--- config.mk ---
export PLATFORM = sky130hd
export DESIGN_NAME = c2f_apb_regs_flat
export DESIGN_NICKNAME = d
export VERILOG_FILES = /design/src/logic/c2f_ring_pkg.sv /design/src/logic/c2f_csr_if.sv /design/src/logic/c2f_apb_regs.sv /design/src/flat_wrapper.sv
export SDC_FILE = /design/constraint.sdc
export NUM_CORES = 1
export LEC_CHECK = 0
export BUFFER_PORTS_ARGS = -buffer_cell sky130_fd_sc_hd__buf_2
export CORE_ASPECT_RATIO = 1.25
export CORE_UTILIZATION = 34
export CTS_CLUSTER_SIZE = 40
export DETAILED_ROUTE_END_ITERATION = 8
export SYNTH_ARGS = -nofsm -noshare
export SYNTH_HDL_FRONTEND = slang
export SYNTH_SLANG_ARGS = --single-unit
--- constraint.sdc ---
create_clock -name clk -period 3.7 [get_ports clk]
set_input_delay 0.555 -clock clk [delete_from_list [all_inputs] [get_ports clk]]
set_output_delay 0.555 -clock clk [all_outputs]
set_load 0.03 [all_outputs]
--- src/logic/c2f_ring_pkg.sv ---
package c2f_ring_pkg;

    // host ring geometry
    localparam int C2F_RB_DEPTH  = 64;
    localparam int C2F_RB_AWIDTH = 6;

    typedef logic [C2F_RB_AWIDTH-1:0] rb_idx_t;

    // fetched lines land here in endpoint memory
    localparam logic [31:0] EP_BASE_ADDR = 32'h0004_0000;

    // ID carried by the head write-back descriptor
    localparam logic [7:0] DONE_ID = 8'hFD;

    // data-mover descriptor, 174 bits, msb first
    typedef struct packed {
        logic [13:0] func_num;
        logic [7:0]  desc_id;
        logic [2:0]  app_bits;
        logic        rsvd;
        logic        single_dst;
        logic        immediate;
        logic [17:0] dword_cnt;
        logic [63:0] dst_addr;
        // source address, or the payload itself when immediate
        logic [63:0] src_addr;
    } dm_desc_t;

    // APB register map, byte offsets
    localparam logic [31:0] REG_KMEM_LO = 32'h0000_0000;
    localparam logic [31:0] REG_KMEM_HI = 32'h0000_0004;
    localparam logic [31:0] REG_DONE_LO = 32'h0000_0008;
    localparam logic [31:0] REG_DONE_HI = 32'h0000_000C;
    localparam logic [31:0] REG_TAIL    = 32'h0000_0010;
    localparam logic [31:0] REG_HEAD    = 32'h0000_0014;

endpackage

--- src/logic/c2f_csr_if.sv ---
`timescale 1ns/1ns

interface c2f_csr_if;

    // ring base in host memory
    logic [63:0]                 kmem_addr;
    // where the new head gets written back
    logic [63:0]                 done_addr;
    c2f_ring_pkg::rb_idx_t       tail;
    c2f_ring_pkg::rb_idx_t       head;

    modport regs (
        output kmem_addr, done_addr, tail,
        input  head
    );

    modport ctrl (
        input  kmem_addr, done_addr, tail,
        output head
    );

endinterface

--- src/logic/c2f_apb_regs.sv ---
`timescale 1ns/1ns

module c2f_apb_regs (
    input  logic        clk,
    input  logic        rst,
    input  logic        psel,
    input  logic        penable,
    input  logic        pwrite,
    input  logic [31:0] paddr,
    input  logic [31:0] pwdata,
    output logic [31:0] prdata,
    output logic        pready,
    output logic        pslverr,
    c2f_csr_if.regs     csr
);

    logic [31:0]           kmem_lo;
    logic [31:0]           kmem_hi;
    logic [31:0]           done_lo;
    logic [31:0]           done_hi;
    c2f_ring_pkg::rb_idx_t tail_q;
    logic                  access;
    logic                  mapped;
    logic                  wr_ok;

    // no wait states
    assign access = psel && penable;
    assign pready = access;

    always_comb begin
        mapped = 1'b1;
        prdata = '0;
        case (paddr)
            c2f_ring_pkg::REG_KMEM_LO: prdata = kmem_lo;
            c2f_ring_pkg::REG_KMEM_HI: prdata = kmem_hi;
            c2f_ring_pkg::REG_DONE_LO: prdata = done_lo;
            c2f_ring_pkg::REG_DONE_HI: prdata = done_hi;
            c2f_ring_pkg::REG_TAIL:    prdata = 32'(tail_q);
            c2f_ring_pkg::REG_HEAD:    prdata = 32'(csr.head);
            default:                   mapped = 1'b0;
        endcase
    end

    // head belongs to the controller, so writing it is an error
    assign pslverr = access && (!mapped || (pwrite && paddr == c2f_ring_pkg::REG_HEAD));
    assign wr_ok   = access && pwrite && !pslverr;

    always_ff @(posedge clk) begin
        if (rst) begin
            kmem_lo <= '0;
            kmem_hi <= '0;
            done_lo <= '0;
            done_hi <= '0;
            tail_q  <= '0;
        end else if (wr_ok) begin
            case (paddr)
                c2f_ring_pkg::REG_KMEM_LO: kmem_lo <= pwdata;
                c2f_ring_pkg::REG_KMEM_HI: kmem_hi <= pwdata;
                c2f_ring_pkg::REG_DONE_LO: done_lo <= pwdata;
                c2f_ring_pkg::REG_DONE_HI: done_hi <= pwdata;
                // tail doorbell, upper bits dropped
                c2f_ring_pkg::REG_TAIL:
                    tail_q <= pwdata[c2f_ring_pkg::C2F_RB_AWIDTH-1:0];
                default: ;
            endcase
        end
    end

    assign csr.kmem_addr = {kmem_hi, kmem_lo};
    assign csr.done_addr = {done_hi, done_lo};
    assign csr.tail      = tail_q;

endmodule

--- src/flat_wrapper.sv ---
// flat-port wrapper written by rule: the top's interface ports become plain ports
module c2f_apb_regs_flat 
  (clk, rst, psel, penable, pwrite, paddr, pwdata, prdata, pready, pslverr, csr_kmem_addr, csr_done_addr, csr_tail, csr_head);
  c2f_csr_if csr_i ();
  input  logic clk;
  input  logic rst;
  input  logic psel;
  input  logic penable;
  input  logic pwrite;
  input  logic [31:0] paddr;
  input  logic [31:0] pwdata;
  output logic [31:0] prdata;
  output logic pready;
  output logic pslverr;
  output wire logic [$bits(csr_i.kmem_addr)-1:0] csr_kmem_addr;
  output wire logic [$bits(csr_i.done_addr)-1:0] csr_done_addr;
  output wire logic [$bits(csr_i.tail)-1:0] csr_tail;
  input wire logic [$bits(csr_i.head)-1:0] csr_head;
  assign csr_kmem_addr = csr_i.kmem_addr;
  assign csr_done_addr = csr_i.done_addr;
  assign csr_tail = csr_i.tail;
  assign csr_i.head = csr_head;
  c2f_apb_regs u_core (.clk(clk), .rst(rst), .psel(psel), .penable(penable), .pwrite(pwrite), .paddr(paddr), .pwdata(pwdata), .prdata(prdata), .pready(pready), .pslverr(pslverr), .csr(csr_i));
endmodule
== Word level (Yosys, flattened, before mapping) ==
Index checks and enable logic that the tools add are counted.
Storage, ports and cells
  flip-flop bits (word level): 134
  input bits: 75
  output and inout port bits: 168
  logic and storage cells: 27
Cells by class
  equal/unequal tests: 5
  multiplexer cells: 2
  reduce and logical (&&, ||, !) cells: 15
Operators by type and width (count)
  $pmux 32 s6: 1
  $eq 32x4->1 const B: 2
  $eq 32x5->1 const B: 2
  $eq 32x3->1 const B: 1
  $logic_not 32->1: 1
  $reduce_and 2->1: 5
  $reduce_or 6->1: 1
  $logic_and 1x1->1: 5
  $logic_not 1->1: 2
  $logic_or 1x1->1: 1
  $mux 1: 1

== Longest topological paths before layout ==
Gate-level depths: netlist (run 1).
  word-level depth: 9
  depth in mapped cells: 6
  depth with buffers taken out: 4

== Least setup slack after synthesis (run 1) ==
No wires, ideal clock.
  kind: input to output
  from: input port paddr[11]
  to: output port prdata[11]
  arrival: 2787 ps
  required time: 3145 ps
  slack: 358 ps
  cell stages on the path: 6
  path buffers: 2
  cells stage by stage: or4_4 or4_4 or3_1 clkbuf_1 clkbuf_1 nor2b_1
On the way
  longest elaborated chain between the ends: 2
  elaborated cells on any way between the ends: 7
  classes of those cells: eq/ne: 5; mux: 1; reduce/logical: 1
RTL lines
  from (decl): line flat_wrapper.sv:10  | input logic [31:0] paddr;
  $eq 32x5->1, or another cell as far along: line c2f_apb_regs.sv:33  | case (paddr)
  $pmux 32 s6 *: line c2f_apb_regs.sv:33
  to (decl): line flat_wrapper.sv:12  | output logic [31:0] prdata;
Mark *: on every way between the ends. The rest lies on a longest branch, timed or not.

== Worst setup path after layout (run 1) ==
  from: input port paddr[15]
  to: output port prdata[21]
The elaborated chain is that of the path after synthesis.

==> results of run 1 <==
## logic make-up (layout without fill, tap and decap cells)
| family | count (synthesis) | after routing | share of synthesized area [%] |
|---|---|---|---|
| simple gates | 225 | 225 | 21.9 |
| flops | 134 | 134 | 41.3 |
| mux | 172 | 172 | 32.8 |
| buf+inv | 45 | 287 | 3.12 |
| compound gates | 8 | 8 | 0.886 |
## cells in the mapped netlist (3+ instances only)
cell type and n:
sky130_fd_sc_hd__buf_1 10, sky130_fd_sc_hd__nor2b_1 27, sky130_fd_sc_hd__mux2i_1 134, sky130_fd_sc_hd__clkbuf_1 27, sky130_fd_sc_hd__buf_2 3, sky130_fd_sc_hd__buf_6 4, sky130_fd_sc_hd__dfxtp_1 134, sky130_fd_sc_hd__or4_4 3
sky130_fd_sc_hd__nand2b_1 166, sky130_fd_sc_hd__nor4_1 5, sky130_fd_sc_hd__mux4_2 32, sky130_fd_sc_hd__mux2_2 6, sky130_fd_sc_hd__a22oi_1 6, sky130_fd_sc_hd__nor2_1 7
## per-stage QoR
stage	std cells	util, %	setup slack [ns]	hold WS (ns)	total power, mW
4_1_cts	1058	45.4	0.462	0.463	3.32
3_3_place_gp	1026	42.3	0.484	0.471	1.65
2_1_floorplan	584	-	0.358	0.604	1.58
6_report	1058	45.4	0.457	0.482	3.28
3_5_place_dp	1026	42.3	0.460	0.477	1.65
5_1_grt	1058	45.4	0.319	0.477	3.40
## cell type report
cell class	count	area, um2
Inverter	1	3.75
Clock inverter	14	150
Fill cell	1824	10200
Sequential cell	134	2680
Tap cell	232	290
Multi-Input combinational cell	405	3610
Timing Repair Buffer	254	1330
Clock buffer	18	429
## registers in the layout, indices dropped and copies added, names as in the netlist
| name | cells |
|---|---|
| u_core.done_hi | 32 |
| u_core.kmem_hi | 32 |
| u_core.done_lo | 32 |
| u_core.csr.tail | 6 |
| u_core.kmem_lo | 32 |
## critical path, delay by kind of cell
kind / cells / cell delay, ns
and+or+nand+nor: 4 / 1.58
buffers and inverters: 3 / 0.52
## where the power goes
group	switching (mW)	internal [mW]
registers	0.0000000000560	1.44
clock network	0.662	0.998
logic	0.0867	0.0872
total	0.749	2.53
## routing by layer
layer	part of all wire (%)	global-route usage, %
met1	43	21.3
met2	51	31.2
met3	5.1	4.51
met4	0.88	5.69
met5	0	0
## worst paths after layout
kind,start,slack [ns],end
hold / removal,pwdata[20],0.48,u_core.kmem_lo[20]
setup reg to reg,u_core.done_lo[26],3.03,u_core.done_lo[26]
setup / recovery,paddr[15],0.46,prdata[21]
hold reg to reg,u_core.kmem_hi[30],0.49,u_core.kmem_hi[30]
==> results.md, run 1 <==
Clock tree
• clock latency of the later-clocked register in the worst-skew pair: 0.41 ns
• number of clock sinks: 134
• Clock Tree Buf Depth: 2
• CTS Buf Count: 17
• Resize count post-CTS: 0
• clock root buffer: sky130_fd_sc_hd__clkbuf_16
• clock tree from TritonCTS: built
• Post-CTS Hold Fix Bufs: 0
• number of buffers added for setup after CTS: 0
• clock transition at the registers of the reported paths: 0.06 ns
• maximum level of the CTS H-tree: 4

Synth
• share of the yosys chip area belonging to registers: 41.3%
• fraction of registers with async set/reset: 0%
• number of synthesis warnings: 0
• post-synthesis cell type with the largest combined area: sky130_fd_sc_hd__dfxtp_1
• Seq cells post-synth: 134
• syn nets: 659
• most frequently used flop master after synthesis: sky130_fd_sc_hd__dfxtp_1
• Area contributors post-synth: sky130_fd_sc_hd__dfxtp_1 41%, sky130_fd_sc_hd__mux2i_1 21%, sky130_fd_sc_hd__nand2b_1 16%, sky130_fd_sc_hd__mux4_2 11%, sky130_fd_sc_hd__nor2b_1 2.6%
• gate count after technology mapping: 584
• EDFF count, synth: 0
• post-synth cell types: 29
• mean cell area of the mapped netlist: 11.1 um2
• Post-Syn Area: 6490 um2
• share of Yosys cell area claimed by the top area cell type: 41.3%

Timing
• fin crit period: 3.24 ns
• measured slew at the worst slew-check pin: 0.664 ns
• unrepaired setup endpoints after global routing: false
• number of hold violations in the final report: 0
• setup skew after layout: 0 ns
• final clock period utilization by the worst path: 87.6%
• Max Clock Freq: 0.308 GHz
• worst slew slack as a fraction of its limit: 55.7%
• final number of max-transition violations: 0
• Setup TNS Final: 0 ns
• final setup vio count: 0

Power and ir drop
• PD cells: 385 nW/um2
• worst-case vdd ir drop: 282 uV
• leakage power: 4.29 nW

Worst setup path
• length in cells of the worst reg-to-reg path: 2
• capturing element type of the critical path: output port
• maximum fanout along the worst path: 26
• critical setup path kind: in -> out
• most numerous cell on the critical path: sky130_fd_sc_hd__buf_2
• cells along the critical path: buf_2 -> or4_1 -> or4_4 -> or3_1 -> buf_4 -> nor2b_1 -> buf_2
• sort of element at the start of the critical path: primary input
• critical path arrival: 2.69 ns
• required time of the critical path: 3.14 ns
• CP peak stage delay: 0.57 ns
• cell type of the slowest stage on the worst timing path: sky130_fd_sc_hd__or4_4

Global route
• antenna violations before repair: 0
• GRT Residual Overflow: 0
• GRT Overall Usage: 17.8%
• largest net degree at the start of global routing: 93
• number of global-route vias before repair: 4920
• first-pass GRT wire length: 27200 um

Worst hold path
• cell depth of the worst hold path: 3
• worst min-delay path class: in -> reg

Floorplanning
• Chip Width: 126 um
• placeable core region: 18700 um2
• starting density of the core: 34.7%
• height of the chip: 157 um
• total I/O pin count: 243
• row count: 56
• Die ar.: 19700 um2

Routing
• number of DRC violations after detailed-routing iteration 0: 262
• post-detailed-route count of antenna-violating nets: 0
• wire length per cell: 16.4 um
• Via Count: 5087
• number of remaining DRC errors: 14
• DR vias/cell: 4.81
• Final Routed Wirelength: 17400 um
• number of iterations in the first detailed-routing pass: 8

Cells and area
• most common cell after layout, fill and taps aside: sky130_fd_sc_hd__buf_2
• Area Growth Syn to Fin: 30.9%
• count of nets after finishing: 888
• share of post-route cells with drive strength above 1: 39.8%
• Inserted Diodes: 0
• most frequent cells in the layout: 241 x sky130_fd_sc_hd__buf_2, 166 x sky130_fd_sc_hd__nand2b_1, 134 x sky130_fd_sc_hd__mux2i_1, 134 x sky130_fd_sc_hd__dfxtp_1, 32 x sky130_fd_sc_hd__mux4_2
• Post-Layout Inst Area: 8500 um2

Place
• Post-DP HPWL: 12200 um
• weighted congestion reported at the end of routability-driven placement: 0.718
• Buffers on Ports: 242
• Post-Place Cell Area: 7920 um2

Outcome
• violations in the final reports: DRC
• outcome: finished, violations left

Job
• Max-cap violations: 0

(Power assumes the default switching activity.)
==> run 2: changes to the inputs <==
--- a/config.mk
+++ b/config.mk
@@ -7,9 +7,10 @@
 export LEC_CHECK = 0
 export BUFFER_PORTS_ARGS = -buffer_cell sky130_fd_sc_hd__buf_2
 export CORE_ASPECT_RATIO = 1.25
-export CORE_UTILIZATION = 34
+export CORE_UTILIZATION = 45
 export CTS_CLUSTER_SIZE = 40
 export DETAILED_ROUTE_END_ITERATION = 8
+export PLACE_DENSITY = 0.75
 export SYNTH_ARGS = -nofsm -noshare
 export SYNTH_HDL_FRONTEND = slang
 export SYNTH_SLANG_ARGS = --single-unit
==> constraint.sdc (replaced) <==
create_clock -name clk -period 3 [get_ports clk]
set_input_delay 0.45 -clock clk [delete_from_list [all_inputs] [get_ports clk]]
set_output_delay 0.45 -clock clk [all_outputs]
set_load 0.03 [all_outputs]
==> run 2 against run 1 <==
The flow now finishes without violations. Clock skew stayed put. Final cell count is 5.2% lower. First-iteration DRC count is 25% lower. Global-route usage is 5.7 points higher. Combinational power is 23% higher. Sequential cell count stayed put. Count of clock-buffer cells in the layout stayed put. Critical path depth stayed put. Clock power is 34% higher. Worst setup slack worse by 0.42 ns. Register-to-register slack worse by 0.71 ns. Core utilization is 16 points higher.
==> results.md, run 2 (same netlist as run 1, synthesis figures left out) <==
Routing
• Via Count: 5283
• number of iterations in the first detailed-routing pass: 4
• number of remaining DRC errors: 0
• wire length per cell: 17.4 um
• Final Routed Wirelength: 17500 um
• post-detailed-route count of antenna-violating nets: 0
• DR vias/cell: 5.27
• number of DRC violations after detailed-routing iteration 0: 196

Global route
• GRT Residual Overflow: 0
• first-pass GRT wire length: 27100 um
• antenna violations before repair: 1
• largest net degree at the start of global routing: 97
• number of global-route vias before repair: 5434
• GRT Overall Usage: 23.5%

Timing
• Max Clock Freq: 0.338 GHz
• worst slew slack as a fraction of its limit: 62.4%
• final setup vio count: 0
• setup skew after layout: 0 ns
• unrepaired setup endpoints after global routing: true
• number of hold violations in the final report: 0
• Worst Hold Slack: 0.388 ns
• fin crit period: 2.96 ns
• final number of max-transition violations: 0
• measured slew at the worst slew-check pin: 0.563 ns
• final worst slack: 0.0409 ns
• final clock period utilization by the worst path: 98.6%
• Setup TNS Final: 0 ns

Worst setup path
• sort of element at the start of the critical path: primary input
• critical setup path kind: in -> out
• CP peak stage delay: 0.54 ns
• cell type of the slowest stage on the worst timing path: sky130_fd_sc_hd__or4_4
• capturing element type of the critical path: output port
• most numerous cell on the critical path: sky130_fd_sc_hd__or4_4
• r2r setup slk: 2.32 ns
• length in cells of the worst reg-to-reg path: 2
• maximum fanout along the worst path: 26
• total number of cells along the worst setup path: 7
• top cell family by delay on the critical path: simple AND/OR/NAND/NOR gates
• cells along the critical path: buf_2 -> or4_4 -> or4_4 -> or3_1 -> buf_12 -> nor2b_1 -> buf_4
• worst path bufs/invs: 3
• required time of the critical path: 2.55 ns
• critical path arrival: 2.51 ns

Floorplanning
• row count: 48
• Chip Width: 109 um
• placeable core region: 13900 um2
• total I/O pin count: 243
• height of the chip: 136 um
• Die ar.: 14900 um2
• starting density of the core: 46.6%

Place
• weighted congestion reported at the end of routability-driven placement: 0.794
• Post-Place Cell Area: 7930 um2
• Post-DP HPWL: 12400 um
• post-place setup slack: 0.0277 ns
• Buffers on Ports: 242
• placed cell count: 970

Clock tree
• maximum level of the CTS H-tree: 4
• clock latency of the later-clocked register in the worst-skew pair: 0.40 ns
• CTS Buf Count: 17
• clock root buffer: sky130_fd_sc_hd__clkbuf_16
• clock tree from TritonCTS: built
• number of buffers added for setup after CTS: 0
• clock transition at the registers of the reported paths: 0.06 ns
• Post-CTS Hold Fix Bufs: 0
• number of clock sinks: 134
• Clock Tree Buf Depth: 2
• Resize count post-CTS: 0

Cells and area
• count of nets after finishing: 889
• Post-Layout Inst Area: 8620 um2
• most frequent cells in the layout: 225 x sky130_fd_sc_hd__buf_2, 166 x sky130_fd_sc_hd__nand2b_1, 134 x sky130_fd_sc_hd__mux2i_1, 134 x sky130_fd_sc_hd__dfxtp_1, 32 x sky130_fd_sc_hd__mux4_2
• share of the core filled with cells: 61.9%
• Area Growth Syn to Fin: 32.7%
• most common cell after layout, fill and taps aside: sky130_fd_sc_hd__buf_2
• share of post-route cells with drive strength above 1: 40.4%
• final cell count without fillers: 1003

Worst hold path
• cell depth of the worst hold path: 3
• worst min-delay path class: in -> reg

Power and ir drop
• worst-case vdd ir drop: 323 uV
• PD cells: 490 nW/um2
• leakage power: 4.34 nW
• total power after layout: 4.22 mW

Outcome
• outcome: completed

Job
• Max-cap violations: 0

==> run 2: tightest hold or removal path: cells and delay by family <==
kind / cells / cell delay (ns)
AND/OR/NAND/NOR: 1 / 0.10
buffers and inverters: 1 / 0.07
multiplexers: 1 / 0.13
==> run 2: worst paths after layout <==
check / from / to
worst max-delay path: paddr[11] / prdata[10]
worst min-delay path: pwdata[25] / u_core.kmem_lo[25]
worst max register to register: u_core.kmem_lo[28] / u_core.kmem_lo[28]
worst min register to register: u_core.kmem_lo[30] / u_core.kmem_lo[30]
==> run 2: layout make-up <==
class                           instances  area (um2)
Tap cell                              175         219
Inverter                                1        3.75
Antenna cell                            1        2.50
Sequential cell                       134        2680
Clock buffer                           18         439
Timing Repair Buffer                  255        1450
Clock inverter                         14         199
Fill cell                            1184        5310
Multi-Input combinational cell        405        3620
==> run 2: layer usage <==
layer,part of all wire (%),global-route usage [%],vias up
met5,0,0,-
met4,1.8,8.52,0
met3,5.6,5.94,24
met2,52,42.1,173
met1,41,26.5,2600
li1,-,-,2486
==> run 2: power by group <==
group	leakage (nW)	internal (mW)	total, mW	switching (mW)
Combinational	2.96	0.107	0.214	0.108
Sequential	1.08	1.78	1.78	0.0000000000695
Clock	0.299	1.42	2.23	0.808
==> run 3: changes to the inputs <==
--- a/config.mk
+++ b/config.mk
@@ -5,12 +5,13 @@
 export SDC_FILE = /design/constraint.sdc
 export NUM_CORES = 1
 export LEC_CHECK = 0
+export ABC_AREA = 1
 export BUFFER_PORTS_ARGS = -buffer_cell sky130_fd_sc_hd__buf_2
 export CORE_ASPECT_RATIO = 1.25
 export CORE_UTILIZATION = 45
 export CTS_CLUSTER_SIZE = 40
 export DETAILED_ROUTE_END_ITERATION = 8
-export PLACE_DENSITY = 0.75
+export PLACE_DENSITY = 0.76
 export SYNTH_ARGS = -nofsm -noshare
 export SYNTH_HDL_FRONTEND = slang
 export SYNTH_SLANG_ARGS = --single-unit
==> run 3 against run 2 <==
Maximum frequency grew 13%. Critical path type unchanged. Sequential cell count unchanged. Hold slack got worse by 0.091 ns. Largest power group unchanged. Routed wire length increased by 10%. Highest routed layer unchanged. Non-clock buffer count is 2 higher. Sequential share of layout area increased by 1.4 points. Clock skew is the same. Clock power hardly changed.
==> results.md, run 3 <==
Outcome
• outcome: completed

Power and ir drop
• leakage power: 4.43 nW
• worst-case vdd ir drop: 400 uV
• total power after layout: 4.13 mW
• PD cells: 502 nW/um2

Clock tree
• Clock Tree Buf Depth: 2
• maximum level of the CTS H-tree: 4
• CTS Buf Count: 17
• Post-CTS Hold Fix Bufs: 0
• Resize count post-CTS: 0
• clock root buffer: sky130_fd_sc_hd__clkbuf_16
• clock tree from TritonCTS: built
• number of buffers added for setup after CTS: 0
• clock transition at the registers of the reported paths: 0.06 ns
• clock latency of the later-clocked register in the worst-skew pair: 0.42 ns
• number of clock sinks: 134

Place
• weighted congestion reported at the end of routability-driven placement: 0.837
• Post-DP HPWL: 13200 um
• post-place setup slack: 0.416 ns
• Post-Place Cell Area: 7600 um2
• placed cell count: 1356
• Buffers on Ports: 242

Worst setup path
• required time of the critical path: 2.55 ns
• startpoint of the lowest-slack register-to-register path: u_core.kmem_lo[27]
• critical setup path kind: in -> out
• capturing element type of the critical path: output port
• critical path arrival: 2.16 ns
• Crit Reg-Reg Endpoint: u_core.kmem_lo[27]
• worst path bufs/invs: 3
• cell type of the slowest stage on the worst timing path: sky130_fd_sc_hd__inv_1
• cells along the critical path: buf_2 -> nor2_1 -> nand2_1 -> nor2_2 -> nand2_4 -> nor2_4 -> inv_1 -> o21ai_0 -> nor2_1 -> o221ai_1 -> buf_2
• maximum fanout along the worst path: 17
• sort of element at the start of the critical path: primary input
• r2r setup slk: 2.30 ns
• CP peak stage delay: 0.32 ns
• length in cells of the worst reg-to-reg path: 4
• top cell family by delay on the critical path: simple AND/OR/NAND/NOR gates

Cells and area
• most common cell after layout, fill and taps aside: sky130_fd_sc_hd__nand2_1
• share of the core filled with cells: 61.4%
• Post-Layout Inst Area: 8240 um2
• final cell count without fillers: 1390
• most frequent cells in the layout: 309 x sky130_fd_sc_hd__nand2_1, 242 x sky130_fd_sc_hd__buf_2, 227 x sky130_fd_sc_hd__nor2_1
• Area Growth Syn to Fin: 31.7%
• count of nets after finishing: 1279
• share of post-route cells with drive strength above 1: 25.1%

Timing
• Setup TNS Final: 0 ns
• final setup vio count: 0
• final worst slack: 0.390 ns
• Max Clock Freq: 0.383 GHz
• measured slew at the worst slew-check pin: 0.741 ns
• setup skew after layout: 0 ns
• number of hold violations in the final report: 0
• Worst Hold Slack: 0.297 ns
• final clock period utilization by the worst path: 87.0%
• worst slew slack as a fraction of its limit: 50.6%
• unrepaired setup endpoints after global routing: false
• final number of max-transition violations: 0
• fin crit period: 2.61 ns

Global route
• antenna violations before repair: 2
• number of global-route vias before repair: 6220
• first-pass GRT wire length: 30200 um
• GRT Residual Overflow: 0
• largest net degree at the start of global routing: 46
• GRT Overall Usage: 26.7%

Synth
• most numerous cell in the Yosys netlist: sky130_fd_sc_hd__nand2_1
• share of Yosys cell area claimed by the top area cell type: 42.9%
• Area contributors post-synth: sky130_fd_sc_hd__dfxtp_1 43%, sky130_fd_sc_hd__nand2_1 19%, sky130_fd_sc_hd__nor2_1 14%, sky130_fd_sc_hd__inv_1 7.0%, sky130_fd_sc_hd__a21oi_1 4.0%
• fraction of registers with async set/reset: 0%
• Seq cells post-synth: 134
• post-synthesis cell type with the largest combined area: sky130_fd_sc_hd__dfxtp_1
• most frequently used flop master after synthesis: sky130_fd_sc_hd__dfxtp_1
• gate count after technology mapping: 977
• share of the yosys chip area belonging to registers: 42.9%
• post-synth cell types: 24
• Post-Syn Area: 6250 um2
• syn nets: 1052
• mean cell area of the mapped netlist: 6.40 um2
• cell types with the highest counts after synthesis: 309 x sky130_fd_sc_hd__nand2_1, 228 x sky130_fd_sc_hd__nor2_1, 134 x sky130_fd_sc_hd__dfxtp_1, 117 x sky130_fd_sc_hd__inv_1, 50 x sky130_fd_sc_hd__a21oi_1
• EDFF count, synth: 0
• number of synthesis warnings: 0

Routing
• number of iterations in the first detailed-routing pass: 5
• Via Count: 6814
• DR vias/cell: 4.90
• post-detailed-route count of antenna-violating nets: 0
• number of remaining DRC errors: 0
• number of DRC violations after detailed-routing iteration 0: 412
• Final Routed Wirelength: 19300 um
• wire length per cell: 13.9 um

Worst hold path
• cell depth of the worst hold path: 3
• worst min-delay path class: in -> reg
• WHS Endpoint: u_core.done_hi[26]
• Min-Delay Startpoint: pwdata[26]

Floorplanning
• row count: 47
• starting density of the core: 46.6%
• height of the chip: 134 um
• placeable core region: 13400 um2
• Die ar.: 14400 um2
• Chip Width: 107 um
• total I/O pin count: 243

Job
• Max-cap violations: 0

==> run 3: cells by family (layout without fill, tap and decap cells) <==
| logic type | count (synthesis) | after routing | share of synthesized area [%] |
|---|---|---|---|
| buffers and inverters | 168 | 408 | 10.6 |
| other | 0 | 2 | 0 |
| AOI/OAI and AO/OA | 118 | 118 | 11.0 |
| DFF | 134 | 134 | 42.9 |
| and+or+nand+nor | 557 | 557 | 35.5 |
==> run 3: routing by layer <==
| layer | part of all wire (%) | vias up | global-route usage (%) | wire length [um] |
|---|---|---|---|---|
| li1 | - | 3449 | - | - |
| met1 | 40 | 3021 | 29.9 | 7660 |
| met2 | 49 | 297 | 47.1 | 9500 |
| met3 | 7.3 | 47 | 6.17 | 1410 |
| met4 | 3.6 | 0 | 13.5 | 700 |
| met5 | 0 | - | 0 | 0 |
==> run 3: how the worst max path moves through the flow <==
stage / startpoint / endpoint / slack (ns) / cells past startpoint
6_report: paddr[31] / prdata[3] / 0.39 / 11
5_1_grt: paddr[7] / prdata[4] / 0.16 / 11
4_1_cts: paddr[31] / prdata[0] / 0.41 / 11
3_5_place_dp: paddr[31] / prdata[0] / 0.42 / 11
3_3_place_gp: paddr[31] / prdata[0] / 0.46 / 11
2_1_floorplan: paddr[31] / prdata[14] / 0.46 / 8
==> run 3: layout make-up <==
cell class / instances / area [um2]
repair buffers: 257 / 1350
inverters: 119 / 448
well taps: 171 / 214
clock inverters: 15 / 203
multi-input cells: 675 / 2910
diodes: 2 / 5.00
clock buffers: 17 / 425
fillers: 1313 / 5170
flip-flops and latches: 134 / 2680
==> run 3: worst min-delay path, cell delays in order <==
cell                     delay [ns]
sky130_fd_sc_hd__buf_2         0.11
sky130_fd_sc_hd__nor2_1        0.05
sky130_fd_sc_hd__nor2_1        0.08
==> run 3: power by group <==
group           switching (mW)  internal [mW]  total, mW
Clock                    0.828           1.39       2.22
Sequential     0.0000000000227           1.78       1.78
Combinational           0.0839         0.0481      0.132
